$ cat src/lane_cfg_pkg.sv
// Lane configuration constants
// Sizes of the element datapath, the register file and the multiplier
`default_nettype none

package lane_cfg_pkg;

  // Element datapath width
  localparam int unsigned ELEN = 64;

  // Register file geometry
  localparam int unsigned NR_VREGS       = 8;
  localparam int unsigned WORDS_PER_VREG = 8;
  localparam int unsigned VREG_W         = 3;

  // Word address is register number on top, word index below
  localparam int unsigned VADDR_W = 6;

  // Vector length, 1 to WORDS_PER_VREG words
  localparam int unsigned VL_W = 4;

  // Multiplier latency in cycles
  localparam int unsigned MUL_STAGES = 2;

endpackage

`default_nettype wire

$ cat src/lane_insn_pkg.sv
// Lane instruction definitions
// Operation codes, element widths and the element word views
`default_nettype none

package lane_insn_pkg;

  typedef enum logic [2:0] {
    OP_ADD   = 3'd0,
    OP_SUB   = 3'd1,
    OP_AND   = 3'd2,
    OP_XOR   = 3'd3,
    OP_MUL   = 3'd4,
    OP_STORE = 3'd5
  } lane_op_e;

  // Element width inside one word
  typedef enum logic {
    SEW_32 = 1'b0,
    SEW_64 = 1'b1
  } sew_e;

  // One word as a single 64-bit element or as two 32-bit elements
  typedef union packed {
    logic [lane_cfg_pkg::ELEN-1:0]          e64;
    logic [1:0][lane_cfg_pkg::ELEN/2-1:0]   e32;
  } elem_word_u;

  // Operations executed by the integer ALU
  function automatic logic is_alu_op(lane_op_e op);
    return op inside {OP_ADD, OP_SUB, OP_AND, OP_XOR};
  endfunction

endpackage

`default_nettype wire

$ cat src/lane_alu.sv
// Integer ALU of the lane
// Add, subtract, AND and XOR on element words, one output register
`default_nettype none

module lane_alu (
  input  logic                                clk_i,
  input  logic                                arst_n_i,
  input  logic                                op_valid_i,
  output logic                                op_ready_o,
  input  lane_insn_pkg::lane_op_e             op_i,
  input  lane_insn_pkg::sew_e                 sew_i,
  input  logic [lane_cfg_pkg::ELEN-1:0]       a_i,
  input  logic [lane_cfg_pkg::ELEN-1:0]       b_i,
  input  logic [lane_cfg_pkg::VADDR_W-1:0]    dst_i,
  output logic                                res_valid_o,
  input  logic                                res_ready_i,
  output logic [lane_cfg_pkg::VADDR_W-1:0]    res_addr_o,
  output logic [lane_cfg_pkg::ELEN-1:0]       res_data_o
);

  import lane_cfg_pkg::*;
  import lane_insn_pkg::*;

  elem_word_u          a_w;
  elem_word_u          b_w;
  elem_word_u          r_w;
  logic                res_valid_q;
  logic [VADDR_W-1:0]  res_addr_q;
  logic [ELEN-1:0]     res_data_q;
  logic                op_fire;

  assign a_w = a_i;
  assign b_w = b_i;

  // Output register empty or drained this cycle
  assign op_ready_o = ~res_valid_q | res_ready_i;
  assign op_fire    = op_valid_i & op_ready_o;

  always_comb begin
    r_w = '0;
    case (op_i)
      OP_ADD: begin
        r_w.e64 = a_w.e64 + b_w.e64;
        // No carry across the halves
        if (sew_i == SEW_32) begin
          for (int i = 0; i < 2; i++) begin
            r_w.e32[i] = a_w.e32[i] + b_w.e32[i];
          end
        end
      end
      OP_SUB: begin
        r_w.e64 = a_w.e64 - b_w.e64;
        if (sew_i == SEW_32) begin
          for (int i = 0; i < 2; i++) begin
            r_w.e32[i] = a_w.e32[i] - b_w.e32[i];
          end
        end
      end
      // Bitwise ops look the same in both widths
      OP_AND:  r_w.e64 = a_w.e64 & b_w.e64;
      OP_XOR:  r_w.e64 = a_w.e64 ^ b_w.e64;
      default: r_w = '0;
    endcase
  end

  always_ff @(posedge clk_i) begin
    if (op_fire) begin
      res_addr_q <= dst_i;
      res_data_q <= r_w;
    end
  end

  always_ff @(posedge clk_i or negedge arst_n_i) begin
    if (!arst_n_i) begin
      res_valid_q <= 1'b0;
    end else if (op_fire) begin
      res_valid_q <= 1'b1;
    end else if (res_ready_i) begin
      res_valid_q <= 1'b0;
    end
  end

  assign res_valid_o = res_valid_q;
  assign res_addr_o  = res_addr_q;
  assign res_data_o  = res_data_q;

endmodule

`default_nettype wire

$ cat config.mk
export PLATFORM = sky130hd
export DESIGN_NAME = lane_alu
export DESIGN_NICKNAME = d
export VERILOG_FILES = /design/src/lane_cfg_pkg.sv /design/src/lane_insn_pkg.sv /design/src/lane_alu.sv
export SDC_FILE = /design/constraint.sdc
export NUM_CORES = 1
export LEC_CHECK = 0
export BUFFER_PORTS_ARGS = -buffer_cell sky130_fd_sc_hd__buf_2
export CAP_MARGIN = 10
export CORE_ASPECT_RATIO = 0.5
export CORE_UTILIZATION = 38
export DETAILED_ROUTE_END_ITERATION = 10
export PLACE_DENSITY = 0.59
export SLEW_MARGIN = 10
export SYNTH_ARGS = -nofsm -noshare
export SYNTH_HDL_FRONTEND = slang
export SYNTH_SLANG_ARGS = --single-unit
export TNS_END_PERCENT = 100
$ cat constraint.sdc
create_clock -name clk_i -period 3 [get_ports clk_i]
set_clock_uncertainty 0.05 [all_clocks]
set_input_delay 0.6 -clock clk_i [delete_from_list [all_inputs] [get_ports clk_i]]
set_output_delay 0.6 -clock clk_i [all_outputs]
set_load 0.01 [all_outputs]
==> metrics.md <==
| Metric | Value |
|---|---|
| Status | complete, but fails checks |
| Failing checks | negative setup slack |
| Initial antenna violation count | 0 |
| Total grt overflow | 0 |
| Final wirelength | ~63000 um |
| CP Class | in2reg |
| Min-Delay Path Class | in2reg |
| Net Sw Frac | 41.9% |
| Synthesis-stage register bit count | 71 |
| Fraction of layout instances using a drive strength above 1 | between 40% and 50% |
| Routed Antenna Nets | 0 |
| Starting Density | approximately 40% |
| Final nets | 2772 |
| Clock power frac | between 15 and 20% |
| Worst path required time | between 3 and 4 ns |
| Worst Tran Pin Value | approximately 1.4 ns |
| FFs w/ async S/R, synth | 1.41% |
| Internal Power | between 3000 and 4000 uW |
| Final hold violations | 0 |
| Crit-path leading delay family | compound AO/OA/AOI/OAI gates |
| Row count | 45 |
| Largest family of logic cells by synthesized area | compound AO/OA/AOI/OAI gates |
| Largest net degree at the start of global routing | 54 |
| Max VDD drop | approximately 0.28 mV |
| Pre-CTS WS | -1.02 ns |
| CTS tree | yes |
| RSZ-0062 raised after global routing | true |
| Final worst path period share | 113% |
| Relative slew slack | 6.29% |
| Clock Tree Buf Depth | 2 |
| Complex-gate fraction of the synthesized area | 36.4% |
| H-tree depth | 3 |
| CP bufs+invs | 3 |
| Worst Slack Setup Final | -0.388 ns |
| Die area | between 30000 and 40000 um^2 |
| Ys Warns | 0 |
| Grt peak-use layer | met2 |
| Clk Latency, worst-skew pair | about 0.37 ns |
| Post-Synthesis Cells | 1700 |
| Mux cell area share after synthesis | ~1.3% |
| Comb pwr share | about 64% |
| DIE HEIGHT | 129 um |
| Primary FF master, synth | edfxtp_1 |
| DRC viols | 0 |
| Number of max-cap violations | 0 |
| Crit end category | register |
| Count leader, synth | a21oi_1 |
| I/O pin count | roughly 210 |
| Initial DRC Count | approximately 1700 |
| Fmax | between 0.2 and 0.3 GHz |
| Number of port buffers | 213 |
| WL/cell | ~21 um |
| Adder-cell share of the synthesized area | about 14% |
| Setup violators final | 37 |
| Top cell type's share of synthesized area | between 10% and 20% |
| Reg power frac | 18.2% |
| Clk root buf | clkbuf_16 |
| Synthesized area per cell | between 7 and 8 um^2 |
| CP max stage delay | 0.39 ns |
| Final min period | 3.39 ns |
| All-Layer GR Usage | 36.7% |
| Simple-gate portion of the synthesized area | between 20% and 30% |
| EDFF count, synth | 70 |
| Cts bufs inserted | 9 |
| Core box area | 30900 um^2 |
| Leak Pwr | between 0.009 and 0.01 uW |
| Crit path DAT | roughly 3.5 ns |
| Clk sink count | 71 |
| Vias in the first global route | approximately 16000 |
| Area Growth Syn to Fin | 76.2% |
| Library cells used by synthesis | 95 |
| Seq/Total Area, Yosys | ~17% |
| Pwr/cell area | between 300 and 400 nW/um^2 |
| Via count | ~17000 |
| First drt pass iteration count | 5 |
| Worst setup SP type | input port |
| Die X | ~260 um |
| First-pass GRT wire length | between 90000 and 100000 um |
| M1 GR Usage | roughly half |
| Cell taking the most area after synthesis | edfxtp_1 |
| Fin. max-slew vios | 0 |
| Diode count | 0 |
| DP HPWL | 48400 um |
| Post-Synth XOR/XNOR Area | between 2 and 3% |
| Syn Std Cell Area | between 10000 and 15000 um^2 |
| Met3 GRT Util | about 5.8% |
| Worst path slowest cell | o311ai_4 |
| Largest cells by area after synthesis | edfxtp_1, ha_1, a21oi_1 |
| M2 GR Usage | 59.7% |
| Synth top cells by count | a21oi_1, nor2_1, ha_1, inv_1, nand2_1 |
| CP max FO | 3 |
| Crit-path cells | buf_12 > buf_6 > ha_4 > inv_2 > fa_2 > nor2_4 > o211ai_1 > nand2_2 > a31oi_4 > o311ai_4 > o31a_1 > a21boi_2 > o21ba_1 > a221o_1 > mux2i_1 > o21ai_1 |
| Total chip power | roughly 6700 uW |
| Psw | 2820 uW |
| Vias per cell | just under 6 |
| Clock Pin Slew Worst Setup and Hold Paths | approximately 0.07 ns |
| Final design utilization | between 60 and 70% |
| Final GP Congestion | 1.01 |
| Syn_nets | about 2000 |
-- stage by stage --
step                      cells  TNS (ns)  hold slack (ns)  cell area [um^2]
after floorplan            1700     -2.50            0.254             12900
after global placement     2844    -31.97            0.325             18600
after detailed placement   2844    -33.36            0.326             18600
after CTS                  2893     -5.32            0.342             20400
after global routing       2924    -11.41            0.346             21500
final                      2924     -8.11            0.349             21500
-- sequential cells by signal (all words and copies together) (netlist names) --
register / cells
res_valid_o: 1
res_addr_o: 6
res_data_o: 64
-- worst paths after layout --
| path | from | to | slack (ns) | cells after the start |
|---|---|---|---|---|
| worst max register to register | res_valid_o$_DFFE_PN0P_ | res_data_o[10]$_DFFE_PP_ | 1.33 | 3 |
| worst max-delay path | a_i[0] | res_data_o[48]$_DFFE_PP_ | -0.39 | 16 |
| min in group asynchronous | arst_n_i | res_valid_o$_DFFE_PN0P_ | 0.47 | 2 |
| max in group asynchronous | arst_n_i | res_valid_o$_DFFE_PN0P_ | 2.35 | 2 |
| worst min-delay path | dst_i[4] | res_addr_o[4]$_DFFE_PP_ | 0.35 | 1 |
| worst min register to register | res_valid_o$_DFFE_PN0P_ | res_valid_o$_DFFE_PN0P_ | 0.51 | 2 |
-- kinds of logic after synthesis --
logic type / count (synthesis)
AO/OA/AOI/OAI: 675
XOR/XNOR: 36
adder cells (fa/ha/maj): 134
buffers and inverters: 242
flip-flops: 71
multiplexers: 15
AND/OR/NAND/NOR: 527
-- cell usage in the layout (no fill, tap or decap), types with 27 or more instances in the layout --
cell,n
nand2_1,115
buf_2,185
o21ai_0,73
xnor2_1,27
ha_4,29
nor3_1,38
o21bai_1,32
buf_4,617
a21oi_1,162
inv_1,98
ha_1,96
nand3_1,33
a21oi_2,41
a21o_1,27
buf_6,69
o21ai_1,31
nor2_1,142
edfxtp_1,70
-- area by class of cell --
cell class	instances	area (um^2)
Clock buffer	10	229
Clock inverter	6	68.8
Fill cell	2560	9450
Inverter	140	611
Multi-Input combinational cell	1387	11300
Sequential cell	71	2130
Tap cell	423	529
Timing Repair Buffer	887	6610
-- power by group through the flow --
stage               registers, uW  clock network (uW)  logic [uW]
finish                       1220                1170        4330
global route                 1230                1200        4580
CTS                          1230                1180        3940
detailed placement           1250                   0        3570
global placement             1240                   0        3570
floorplan                    1280                   0        1760
-- worst reg2reg max path, cell delays in order, from the launching register on --
cell,delay (ns)
dfrtp_1,0.39
nand2b_1,0.11
and2_4,0.36
buf_12,0.35
-- what timing repair did --
item | CTS | global route
pin swaps | 105 | 112
hold buffers | 1 | 0
gates resized for setup | 259 | 190
setup buffers | 34 | 38
endpoints found under the hold margin | 1 | 0
setup endpoints to repair | 47 | 50
-- metal layers --
| metal | vias to the layer above | share of wire, % |
|---|---|---|
| met5 | - | 0 |
| met4 | 0 | 2.8 |
| met3 | 135 | 8.8 |
| met2 | 841 | 45 |
| met1 | 8117 | 44 |
| li1 | 7938 | - |
Note: power is estimated with default switching activity, not from simulation.
