--- config.mk ---
export PLATFORM = sky130hd
export DESIGN_NAME = lane_sequencer
export DESIGN_NICKNAME = d
export VERILOG_FILES = /design/src/lane_cfg_pkg.sv /design/src/lane_insn_pkg.sv /design/src/lane_sequencer.sv
export SDC_FILE = /design/constraint.sdc
export NUM_CORES = 1
export LEC_CHECK = 0
export ABC_AREA = 1
export BUFFER_PORTS_ARGS = -buffer_cell sky130_fd_sc_hd__buf_2
export CORE_AREA = 3 3 145 147
export CTS_CLUSTER_DIAMETER = 60
export DETAILED_ROUTE_END_ITERATION = 16
export DIE_AREA = 0 0 148 150
export PLACE_DENSITY = 0.62
export SKIP_LAST_GASP = 1
export SYNTH_ARGS = -nofsm -noshare
export SYNTH_HDL_FRONTEND = slang
export SYNTH_SLANG_ARGS = --single-unit
--- constraint.sdc ---
create_clock -name clk_i -period 3.31 [get_ports clk_i]
set_input_delay 0.662 -clock clk_i [delete_from_list [all_inputs] [get_ports clk_i]]
set_output_delay 0.662 -clock clk_i [all_outputs]
set_load 0.1 [all_outputs]
--- src/lane_cfg_pkg.sv ---
// Lane configuration constants
// Sizes of the element datapath, the register file and the multiplier
`default_nettype none

package lane_cfg_pkg;

  // Element datapath width
  localparam int unsigned ELEN = 64;

  // Register file geometry
  localparam int unsigned NR_VREGS       = 8;
  localparam int unsigned WORDS_PER_VREG = 8;
  localparam int unsigned VREG_W         = 3;

  // Word address is register number on top, word index below
  localparam int unsigned VADDR_W = 6;

  // Vector length, 1 to WORDS_PER_VREG words
  localparam int unsigned VL_W = 4;

  // Multiplier latency in cycles
  localparam int unsigned MUL_STAGES = 2;

endpackage

`default_nettype wire

--- src/lane_insn_pkg.sv ---
// Lane instruction definitions
// Operation codes, element widths and the element word views
`default_nettype none

package lane_insn_pkg;

  typedef enum logic [2:0] {
    OP_ADD   = 3'd0,
    OP_SUB   = 3'd1,
    OP_AND   = 3'd2,
    OP_XOR   = 3'd3,
    OP_MUL   = 3'd4,
    OP_STORE = 3'd5
  } lane_op_e;

  // Element width inside one word
  typedef enum logic {
    SEW_32 = 1'b0,
    SEW_64 = 1'b1
  } sew_e;

  // One word as a single 64-bit element or as two 32-bit elements
  typedef union packed {
    logic [lane_cfg_pkg::ELEN-1:0]          e64;
    logic [1:0][lane_cfg_pkg::ELEN/2-1:0]   e32;
  } elem_word_u;

  // Operations executed by the integer ALU
  function automatic logic is_alu_op(lane_op_e op);
    return op inside {OP_ADD, OP_SUB, OP_AND, OP_XOR};
  endfunction

endpackage

`default_nettype wire

--- src/lane_sequencer.sv ---
// Lane sequencer
// Accepts one instruction, walks its elements and dispatches them to the
// execution units or streams them out as store operands
`default_nettype none

module lane_sequencer (
  input  logic                                clk_i,
  input  logic                                arst_n_i,
  // Instruction request
  input  logic                                req_valid_i,
  output logic                                req_ready_o,
  input  lane_insn_pkg::lane_op_e             req_op_i,
  input  lane_insn_pkg::sew_e                 req_sew_i,
  input  logic [lane_cfg_pkg::VREG_W-1:0]     req_vd_i,
  input  logic [lane_cfg_pkg::VREG_W-1:0]     req_vs1_i,
  input  logic [lane_cfg_pkg::VREG_W-1:0]     req_vs2_i,
  input  logic [lane_cfg_pkg::VL_W-1:0]       req_vl_i,
  output logic                                resp_done_o,
  // Register file reads
  output logic [lane_cfg_pkg::VADDR_W-1:0]    rd_addr_a_o,
  output logic [lane_cfg_pkg::VADDR_W-1:0]    rd_addr_b_o,
  input  logic [lane_cfg_pkg::ELEN-1:0]       rd_data_a_i,
  input  logic [lane_cfg_pkg::ELEN-1:0]       rd_data_b_i,
  // Issue to the ALU and the multiplier
  output logic                                alu_valid_o,
  input  logic                                alu_ready_i,
  output logic                                mul_valid_o,
  input  logic                                mul_ready_i,
  output lane_insn_pkg::lane_op_e             ex_op_o,
  output lane_insn_pkg::sew_e                 ex_sew_o,
  output logic [lane_cfg_pkg::ELEN-1:0]       ex_a_o,
  output logic [lane_cfg_pkg::ELEN-1:0]       ex_b_o,
  output logic [lane_cfg_pkg::VADDR_W-1:0]    ex_dst_o,
  // One pulse per result written back
  input  logic                                wr_done_i,
  // Store operand
  output logic                                st_valid_o,
  input  logic                                st_ready_i,
  output logic [lane_cfg_pkg::ELEN-1:0]       st_data_o
);

  import lane_cfg_pkg::*;
  import lane_insn_pkg::*;

  // Latched instruction
  lane_op_e                       op_q;
  sew_e                           sew_q;
  logic [VREG_W-1:0]              vd_q;
  logic [VREG_W-1:0]              vs1_q;
  logic [VREG_W-1:0]              vs2_q;
  logic [VL_W-1:0]                vl_q;

  // Walk state
  logic                           busy_q;
  logic                           walk_done_q;
  logic [VADDR_W-VREG_W-1:0]      idx_q;
  logic [VL_W-1:0]                pending_q;
  logic                           resp_done_q;

  // Store output register
  logic                           st_valid_q;
  logic [ELEN-1:0]                st_data_q;

  logic req_fire;
  logic issue_en;
  logic ex_fire;
  logic st_load;
  logic elem_fire;
  logic last_elem;
  logic done_cond;

  assign req_ready_o = ~busy_q;
  assign req_fire    = req_valid_i & req_ready_o;

  // Stores stream the register named by vs1
  assign rd_addr_a_o = {vs1_q, idx_q};
  assign rd_addr_b_o = {vs2_q, idx_q};

  assign issue_en    = busy_q & ~walk_done_q;
  assign alu_valid_o = issue_en & is_alu_op(op_q);
  assign mul_valid_o = issue_en & (op_q == OP_MUL);
  assign ex_fire     = (alu_valid_o & alu_ready_i) | (mul_valid_o & mul_ready_i);

  // Store register takes a word when empty or draining
  assign st_load   = issue_en & (op_q == OP_STORE) & (~st_valid_q | st_ready_i);
  assign elem_fire = ex_fire | st_load;
  assign last_elem = (VL_W'(idx_q) == vl_q - VL_W'(1));

  assign ex_op_o  = op_q;
  assign ex_sew_o = sew_q;
  assign ex_a_o   = rd_data_a_i;
  assign ex_b_o   = rd_data_b_i;
  assign ex_dst_o = {vd_q, idx_q};

  // Walk over, every result written, store register empty
  assign done_cond = busy_q & walk_done_q & (pending_q == '0) & ~st_valid_q;

  assign resp_done_o = resp_done_q;
  assign st_valid_o  = st_valid_q;
  assign st_data_o   = st_data_q;

  always_ff @(posedge clk_i) begin
    if (req_fire) begin
      op_q  <= req_op_i;
      sew_q <= req_sew_i;
      vd_q  <= req_vd_i;
      vs1_q <= req_vs1_i;
      vs2_q <= req_vs2_i;
      vl_q  <= req_vl_i;
    end
    if (st_load) begin
      st_data_q <= rd_data_a_i;
    end
  end

  always_ff @(posedge clk_i or negedge arst_n_i) begin
    if (!arst_n_i) begin
      busy_q      <= 1'b0;
      walk_done_q <= 1'b0;
      idx_q       <= '0;
      pending_q   <= '0;
      resp_done_q <= 1'b0;
      st_valid_q  <= 1'b0;
    end else begin
      resp_done_q <= done_cond;
      // Issued but not yet written results
      pending_q   <= pending_q + VL_W'(ex_fire) - VL_W'(wr_done_i);
      if (st_load) begin
        st_valid_q <= 1'b1;
      end else if (st_ready_i) begin
        st_valid_q <= 1'b0;
      end
      if (req_fire) begin
        busy_q      <= 1'b1;
        walk_done_q <= 1'b0;
        idx_q       <= '0;
      end else begin
        if (done_cond) begin
          busy_q <= 1'b0;
        end
        if (elem_fire) begin
          idx_q <= idx_q + 1'b1;
          if (last_elem) begin
            walk_done_q <= 1'b1;
          end
        end
      end
    end
  end

endmodule

`default_nettype wire

==> summary.md, run 1 <==
| Metric | Value |
|---|---|
| Pin count of the biggest net entering global routing | 38 |
| Clock transition at path regs | approximately 0.07 ns |
| Critical path start-end classification | reg -> out |
| Crit path capture type | primary output |
| Pwr Total | approximately 4300 uW |
| Grt ovf | 0 |
| DR pass1 iterations | 4 |
| F_max | between 0.4 and 0.5 GHz |
| Synth area leaders | edfxtp_1 58%, buf_4 24%, dfrtp_1 6.6% |
| Die Area | 22200 um2 |
| Number of flops mapped to enable cells by yosys | 81 |
| Xor-xnor portion of the synthesized cell area | 0.632% |
| CTS Hold Buffers Added | 0 |
| Final setup TNS | 0 ns |
| Final setup vio count | 0 |
| Worst-Margin Slew | 0.788 ns |
| Final HPWL DP | 8050 um |
| Worst Path Max Fanout | 3 |
| First-pass GRT wire length | 13900 um |
| Crit path required time | 2.65 ns |
| CTS tree | yes |
| HP Class | in -> async |
| Largest area contributor in the netlist | edfxtp_1 |
| Slowest stage cell, crit path | buf_2 |
| LEAKAGE | approximately 0.0023 uW |
| Vias | approximately 2500 |
| Most common cell in the netlist | buf_4 |
| Top FF cell, synth | edfxtp_1 |
| Post-Synthesis Cell Area | around 4200 um2 |
| Crit-path most repeated cell | nor2_1 |
| Latest clock arrival within the worst-skew pair | 0.34 ns |
| Max-cap viol count | 0 |
| Yosys top cell area share | 58.5% |
| R2r setup slk | 1.27 ns |
| Top cells by count, synth | 134 x buf_4, 81 x edfxtp_1, 24 x nand2_1 |
| Initial core utilization | approximately 21% |
| IO Pins | 371 |
| Final period util | 64.6% |
| Asr flop ratio synth | 12.0% |
| Mux cell area share after synthesis | 0% |
| Critical path's top delay family | buffers and inverters |
| # rows | 52 |
| Peak supply drop | 299 uV |
| Fraction of layout cells with a size suffix above 1 | 61.9% |
| Syn Nets | 468 |
| Syn Area/Cell | 13.5 um2 |
| Status | finished, final reports clean |
| Die Height | ~150 um |
| R2R cell count | 9 |
| Worst setup SP type | flip-flop |
| Cts bufs inserted | 9 |
| RSZ-0062 raised after global routing | false |
| Number of unique standard cell types used by synthesis | 21 |
| Max transition margin | approximately 47% |
| ANT cells | 0 |
| Buffer depth of the longest clock path | 2 |
| Tmin final | between 2 and 2.5 ns |
| Worst R2R Start | ex_op_o[0] |
| Seq/Total Area, Yosys | 65.1% |
| CP cell instances | nor2_1, nand2_1, nor2_1, buf_2 |
| Final ANT Viol Nets | 0 |
| Vias/cell | 3.59 |
| H-tree Lvls | 3 |
| Root Driver | clkbuf_16 |
| Crit. path cell count | 4 |
| Pwr dens | about 860 nW/um2 |
| Drt drc | 0 |
| Reg2reg end | pending_q[2] |
| Synth Area in Simple Gates | 5.32% |
| Final #Nets | 588 |
| WL per Instance | between 10 and 15 um |
| Final hold vios | 0 |
| Compound-Gate Fraction of Synth Area | less than 1% |
| Adder-cell share of the synthesized area | under 10% |
| Final Wtd Congestion | 0.822 |
| Vias in the first global route | 2447 |
| First DRT Iteration DRCs | roughly 70 |
| Mapped Cells | between 300 and 400 |
| Max Clock Skew | 0.0137 ns |
| Seq cells post-synth | slightly above 90 |
| Core area | 20000 um2 |
| Die W | 148 um |
| Setup Buffers After CTS | 0 |
| Area Overhead vs Synth | 20.7% |
| # clock sinks | 92 |
| Pins Over Slew Limit | 0 |
| YS warnings | 0 |
| Gr usage total | about 8.5% |
| Resize count post-CTS | 0 |
| Largest family of logic cells by synthesized area | buffers and inverters |
| Critical Path Max Stage Delay | 0.43 ns |
| I/O Buffers | 242 |
| Initial antenna violation count | 0 |
| Drt total wl | 10100 um |
| WP buf/inv | 1 |
| Worst path arrival time | 1.48 ns |
-- how the worst max path moves through the flow --
stage	startpoint	end	slack (ns)
global placement	mul_ready_i	pending_q[2]	1.11
finish	ex_op_o[0]	mul_valid_o	1.17
detailed placement	mul_ready_i	pending_q[2]	1.10
floorplan	ex_op_o[2]	pending_q[2]	0.09
CTS	ex_op_o[0]	mul_valid_o	1.15
global route	ex_op_o[0]	mul_valid_o	1.08
-- routing by layer --
layer	share of wire [%]	GRT usage, %
met1	38	9.57
met2	48	13.9
met3	9.7	3.51
met4	3.9	4.62
met5	0	0
-- sequential cells by signal, summed over array words and instances (netlist names), 3 cells and up --
register   cells
vl_q           4
vs1_q          3
vs2_q          3
st_data_o     64
vd_q           3
pending_q      4
ex_op_o        3
idx_q          3
-- cells in the final DEF, fill, tap and decap left out, types with 7 or more instances in the layout --
cell type and count:
inv_1 16, dfrtp_1 11, nand2_1 24, ha_1 7, nand3_1 7, buf_2 242, nor2_1 8, clkbuf_16 9
edfxtp_1 81
-- report_power, final --
part	switching [uW]	leakage, uW	internal [uW]
Combinational	1530	0.00127	267
Clock	498	0.000146	533
Sequential	70.2	0.000872	1420
-- cell families after synthesis --
family	count (synthesis)
AOI/OAI and AO/OA	3
xor gates and xnor gates	3
adders and majority gates	8
buffers and inverters	153
DFF	92
and+or+nand+nor	49
-- cell type report --
type / instances / area (um2)
Fill cell: 2117 / 15000
Sequential cell: 92 / 2710
Timing Repair Buffer: 243 / 1230
Multi-Input combinational cell: 63 / 374
Tap cell: 270 / 338
Clock buffer: 9 / 225
Clock inverter: 7 / 71.3
Inverter: 19 / 71.3
-- per-stage QoR --
step | hold slack [ns] | cells | area (um2) | setup slack, ns | util [%]
finish | 0.182 | 703 | 5020 | 1.17 | 25.0
global route | 0.178 | 703 | 5020 | 1.08 | 25.0
CTS | 0.169 | 703 | 5020 | 1.15 | 25.0
detailed placement | 0.456 | 687 | 4720 | 1.10 | 23.6
global placement | 0.455 | 687 | 4720 | 1.11 | 23.6
floorplan | 0.366 | 308 | 4160 | 0.0905 | -
Note: power is estimated with default switching activity, not from simulation.
==> inputs of run 2 (changes only) <==
Clock period 3.31 ns to 2.1 ns, I/O delays scaled along.
==> run 2 against run 1 <==
Effect of this change:
- register-to-register slack got worse by 1.1 ns
- clock skew decreased by 0.0010 ns
- sequential cell count unchanged
- core utilization is 0.55 points higher
- critical endpoint unchanged
- final cell count grew 0.71%
- largest power group unchanged
- wire length increased by 1.5%
- hold slack better by 0.070 ns
==> summary.md, run 2 (same netlist as run 1, synthesis figures left out) <==
| Metric | Value |
|---|---|
| Status | finished, final reports clean |
| Max transition margin | 64.2% |
| Sw frac | 48.5% |
| Max-cap viol count | 0 |
| Cts bufs inserted | 9 |
| Gr usage total | 8.90% |
| Final hold vios | 0 |
| LEAKAGE | 0.00231 uW |
| Final period util | 91.9% |
| Combinational Power Share | between 40% and 50% |
| H-tree Lvls | 3 |
| Worst-Margin Slew | 0.540 ns |
| Drt drc | 0 |
| Die Area | 22200 um2 |
| Area of the multi-input gates | 432 um2 |
| # rows | between 50 and 60 |
| Die W | 148 um |
| Worst Path Max Fanout | 3 |
| Pins Over Slew Limit | 0 |
| Final HPWL DP | 8350 um |
| WL per Instance | 14.5 um |
| Net Sw Power | 3340 uW |
| Met3 GRT Util | 2.91% |
| IO Pins | 371 |
| Vias | approximately 2500 |
| Pwr Total | around 6900 uW |
| I/O Buffers | about 240 |
| Fin cells | 708 |
| Peak supply drop | 482 uV |
| # clock sinks | 92 |
| Final Wtd Congestion | around 0.77 |
| ANT cells | 0 |
| Commonest non-fill, non-tap cell in the layout | buf_2 |
| Core area | around 20000 um2 |
| FILL cells | 2126 |
| Area Overhead vs Synth | 23.3% |
| Vias/cell | around 3.5 |
| F_max | 0.518 GHz |
| Die Height | 150 um |
| Latest clock arrival within the worst-skew pair | 0.35 ns |
| Crit path capture type | primary output |
| Initial antenna violation count | 0 |
| Int Power | 3550 uW |
| Worst setup SP type | flip-flop |
| Final ANT Viol Nets | 0 |
| Critical path start-end classification | reg -> out |
| Crit path required time | 1.68 ns |
| Pin count of the biggest net entering global routing | 38 |
| Max Clock Skew | around 0.013 ns |
| CTS tree | yes |
| Fraction of layout cells with a size suffix above 1 | around 64% |
| Pwr dens | approximately 1300 nW/um2 |
| Final setup vio count | 0 |
| Final #Nets | 593 |
| Root Driver | clkbuf_16 |
| DR pass1 iterations | 4 |
| GR peak layer | met2 |
| Final Core Density | 25.6% |
| Most frequent cells in the layout | 242 x buf_2, 81 x edfxtp_1, 24 x nand2_1, 13 x inv_1, 11 x dfrtp_1 |
| Vias in the first global route | 2394 |
| Met1 Use GR | around 10% |
| First DRT Iteration DRCs | 80 |
| Dpl cells | about 700 |
| Reg area | 2710 um2 |
| RSZ-0062 raised after global routing | false |
| Clock transition at path regs | around 0.070 ns |
| Clock power frac | 23.1% |
| First-pass GRT wire length | around 14000 um |
| HP Class | in -> reg |
| Sequential share of power | 34.2% |
| Grt ovf | 0 |
| Max reg flops | 64 |
| Tmin final | 1.93 ns |
| GRT met2 Usage | 14.8% |
| Worst path arrival time | between 1.5 and 2 ns |
| Buffer depth of the longest clock path | 2 |
| Initial core utilization | approximately 21% |
| Drt total wl | 10300 um |
run 2: cell count changes in the layout (fill, tap and decap cells not counted), moves of 2 or more:
cell    previous run  this run
inv_1             16        13
buf_4              0         3
inv_6              0         2
inv_2              3         5
nor2_4             0         2
inv_8              3         1
ha_1               7         4
ha_4               0         3
run 2: cell type report:
cell class	instances	area share, %
Sequential cell	92	52.8
Clock inverter	7	1.32
Tap cell	270	6.59
Multi-Input combinational cell	63	8.42
Timing Repair Buffer	248	25.0
Clock buffer	9	4.39
Inverter	19	1.46
run 2: power groups by stage:
stage / Combinational [uW] / Clock (uW) / Sequential (uW)
after floorplan: 2210 / 0 / 3350
after global placement: 2940 / 0 / 2390
after detailed placement: 2970 / 0 / 2400
after CTS: 2970 / 1680 / 2360
after global routing: 3070 / 1750 / 2380
final: 2930 / 1590 / 2360
run 2: critical path, cell delays in order (launching register included):
cell	delay [ns]
edfxtp_1	0.41
nor2_1	0.15
nand2_1	0.10
nor2_4	0.08
buf_2	0.42
run 2: metal layers:
layer / wire length, um / share of wire [%] / vias up
met5: 0 / 0 / -
met4: 385 / 3.7 / 0
met3: 867 / 8.4 / 46
met2: 5150 / 50 / 163
met1: 3880 / 38 / 1119
li1: - / - / 1142
run 2: what timing repair did:
item | CTS | global route
resized for setup | 0 | 0
endpoints found under the setup margin | 0 | 0
endpoints found under the hold margin | 11 | 0
setup buffers | 0 | 0
hold buffers | 1 | 0
run 2: worst paths after layout:
path / start / end / slack [ns] / cells past startpoint
hold reg to reg: st_valid_o / resp_done_o / 0.53 / 1
max in group asynchronous: arst_n_i / st_valid_o / 1.41 / 2
min in group asynchronous: arst_n_i / idx_q[2] / 0.48 / 2
setup reg to reg: walk_done_q / pending_q[2] / 0.18 / 11
setup / recovery: ex_op_o[0] / mul_valid_o / 0.17 / 4
hold / removal: req_vd_i[2] / vd_q[2] / 0.25 / 1
run 2: stage by stage:
stage | setup WS, ns | setup TNS, ns | cell area (um2) | hold slack [ns]
floorplan | -0.660 | -33.29 | 4220 | 0.124
global placement | 0.220 | 0 | 4830 | 0.307
detailed placement | 0.188 | 0 | 4830 | 0.308
CTS | 0.141 | 0 | 5130 | 0.228
global route | 0.0757 | 0 | 5130 | 0.223
finish | 0.170 | 0 | 5130 | 0.251
==> inputs of run 3 (changes only) <==
--- a/config.mk
+++ b/config.mk
@@ -13,3 +13,3 @@
 export DIE_AREA = 0 0 148 150
-export PLACE_DENSITY = 0.62
+export PLACE_DENSITY_LB_ADDON = 0.12
 export SKIP_LAST_GASP = 1
==> constraint.sdc (replaced) <==
create_clock -name clk_i -period 2.1 [get_ports clk_i]
set_input_delay 0.525 -clock clk_i [delete_from_list [all_inputs] [get_ports clk_i]]
set_output_delay 0.525 -clock clk_i [all_outputs]
set_load 0.1 [all_outputs]
==> run 3 against run 2 <==
Effect of this change:
- worst setup slack got worse by 0.096 ns
- first-iteration DRC count fell by 19%
- global-route usage down 0.069 points
- power is 2.2% higher
- maximum frequency fell by 4.8%
- critical endpoint is now alu_valid_o
- core utilization is 0.050 points lower
- critical path depth unchanged
- clock skew decreased by 0.0048 ns
- clock power rose by 11%
- non-clock buffer count decreased by 4
- die area unchanged
- count of clock-buffer cells in the layout is the same
==> summary.md, run 3 (same netlist as run 1, synthesis figures left out) <==
| Metric | Value |
|---|---|
| Status | finished, final reports clean |
| Tmin final | between 2 and 2.5 ns |
| Setup Buffers After CTS | 0 |
| Critical Path Max Stage Delay | 0.44 ns |
| Hold WS | 0.0525 ns |
| I/O Buffers | 242 |
| Initial antenna violation count | 0 |
| Vias in the first global route | 2500 |
| Max reg flops | 64 |
| # clock sinks | between 90 and 100 |
| Worst path arrival time | about 1.5 ns |
| Drt total wl | 10200 um |
| ANT cells | 0 |
| Gr usage total | under 10% |
| Max-cap viol count | 0 |
| Worst-Margin Slew | 0.565 ns |
| Final period util | between 90% and 100% |
| WP buf/inv | 2 |
| Critical path start-end classification | reg -> out |
| Pwr dens | 1370 nW/um2 |
| Cts bufs inserted | 9 |
| Pins Over Slew Limit | 0 |
| Fin cells | approximately 700 |
| Drt drc | 0 |
| Core area | 20000 um2 |
| Final #Nets | a little under 600 |
| Critical path's top delay family | buffers and inverters |
| Final worst slack | 0.0741 ns |
| Latest clock arrival within the worst-skew pair | 0.34 ns |
| Initial core utilization | 20.8% |
| Pin count of the biggest net entering global routing | 65 |
| WL per Instance | 14.4 um |
| Dpl cells | about 690 |
| First DRT Iteration DRCs | 65 |
| Fraction of layout cells with a size suffix above 1 | approximately 64% |
| Vias | 2468 |
| First-pass GRT wire length | between 10000 and 15000 um |
| Area Overhead vs Synth | 23.1% |
| # rows | 52 |
| Final Wtd Congestion | roughly 0.73 |
| Dpl ws | 0.144 ns |
| Post-DP Area | 4790 um2 |
| Peak supply drop | 400 uV |
| Die W | roughly 150 um |
| Crit path capture type | primary output |
| Buffer depth of the longest clock path | 2 |
| F_max | 0.494 GHz |
| H-tree Lvls | 3 |
| Max transition margin | 62.6% |
| CP cell instances | inv_2, nand2_2, nor2_4, buf_2 |
| Worst Path Max Fanout | 3 |
| LEAKAGE | 0.00230 uW |
| IO Pins | 371 |
| Max Clock Skew | 0.00793 ns |
| Most frequent cells in the layout | 241 x buf_2, 81 x edfxtp_1, 24 x nand2_1, 13 x inv_1, 11 x dfrtp_1 |
| Crit path required time | 1.57 ns |
| Final hold vios | 0 |
| Final ANT Viol Nets | 0 |
| Clock transition at path regs | roughly 0.070 ns |
| CTS tree | yes |
| Vias/cell | roughly 3.5 |
| Root Driver | clkbuf_16 |
| Die Area | about 22000 um2 |
| Die Height | 150 um |
| Slowest stage cell, crit path | buf_2 |
| RSZ-0062 raised after global routing | false |
| Final HPWL DP | between 8000 and 9000 um |
| HP Class | in -> async |
| Final setup vio count | 0 |
| Grt ovf | 0 |
| Final Cell Area | 5120 um2 |
| DR pass1 iterations | 4 |
| Worst setup SP type | flip-flop |
| Commonest non-fill, non-tap cell in the layout | buf_2 |
[run 3: cell types whose count changed in the layout (fill, tap and decap cells not counted), sizes merged]
cell	delta
clkbuf	+1
bufinv	+2
buf	-4
inv	-2
dlygate4sd3	-1
[run 3: metrics by stage]
stage               setup TNS (ns)  utilization [%]  power [uW]
floorplan                   -33.39                -        5550
global placement                 0             23.9        5340
detailed placement               0             23.9        5340
CTS                              0             25.5        7170
global route                     0             25.5        7370
finish                           0             25.5        7030
[run 3: worst paths after layout]
check / cells past startpoint / end / slack, ns / startpoint
max in group asynchronous: 1 / pending_q[2] / 1.83 / arst_n_i
worst min-delay path: 1 / idx_q[0] / 0.05 / arst_n_i
worst max-delay path: 4 / alu_valid_o / 0.07 / walk_done_q
worst min register to register: 1 / resp_done_o / 0.51 / st_valid_o
min in group clk_i: 1 / ex_op_o[1] / 0.36 / req_op_i[1]
worst max register to register: 11 / pending_q[2] / 0.16 / walk_done_q
[run 3: final cells by class]
type / count / area (um2)
Clock buffer: 9 / 225
Clock inverter: 7 / 100
Fill cell: 2162 / 14900
Inverter: 19 / 75.1
Multi-Input combinational cell: 63 / 432
Sequential cell: 92 / 2710
Tap cell: 270 / 338
Timing Repair Buffer: 244 / 1240
[run 3: power breakdown]
part / internal [uW] / switching, uW
sequential: 2240 / 118
combinational: 461 / 2450
clock: 1050 / 721
total: 3750 / 3290
[run 3: layer usage]
metal  vias up  GRT usage (%)  part of all wire [%]
met5         -              0                     0
met4         0           6.51                   4.2
met3        43           4.00                    12
met2       177           13.6                    47
met1      1117           9.57                    37
li1       1131              -                     -
[run 3: what timing repair did]
| action | CTS | global route |
|---|---|---|
| endpoints found under the hold margin | 0 | 0 |
| setup endpoints to repair | 0 | 1 |
| hold buffers | 0 | 0 |
| resized for setup | 0 | 1 |
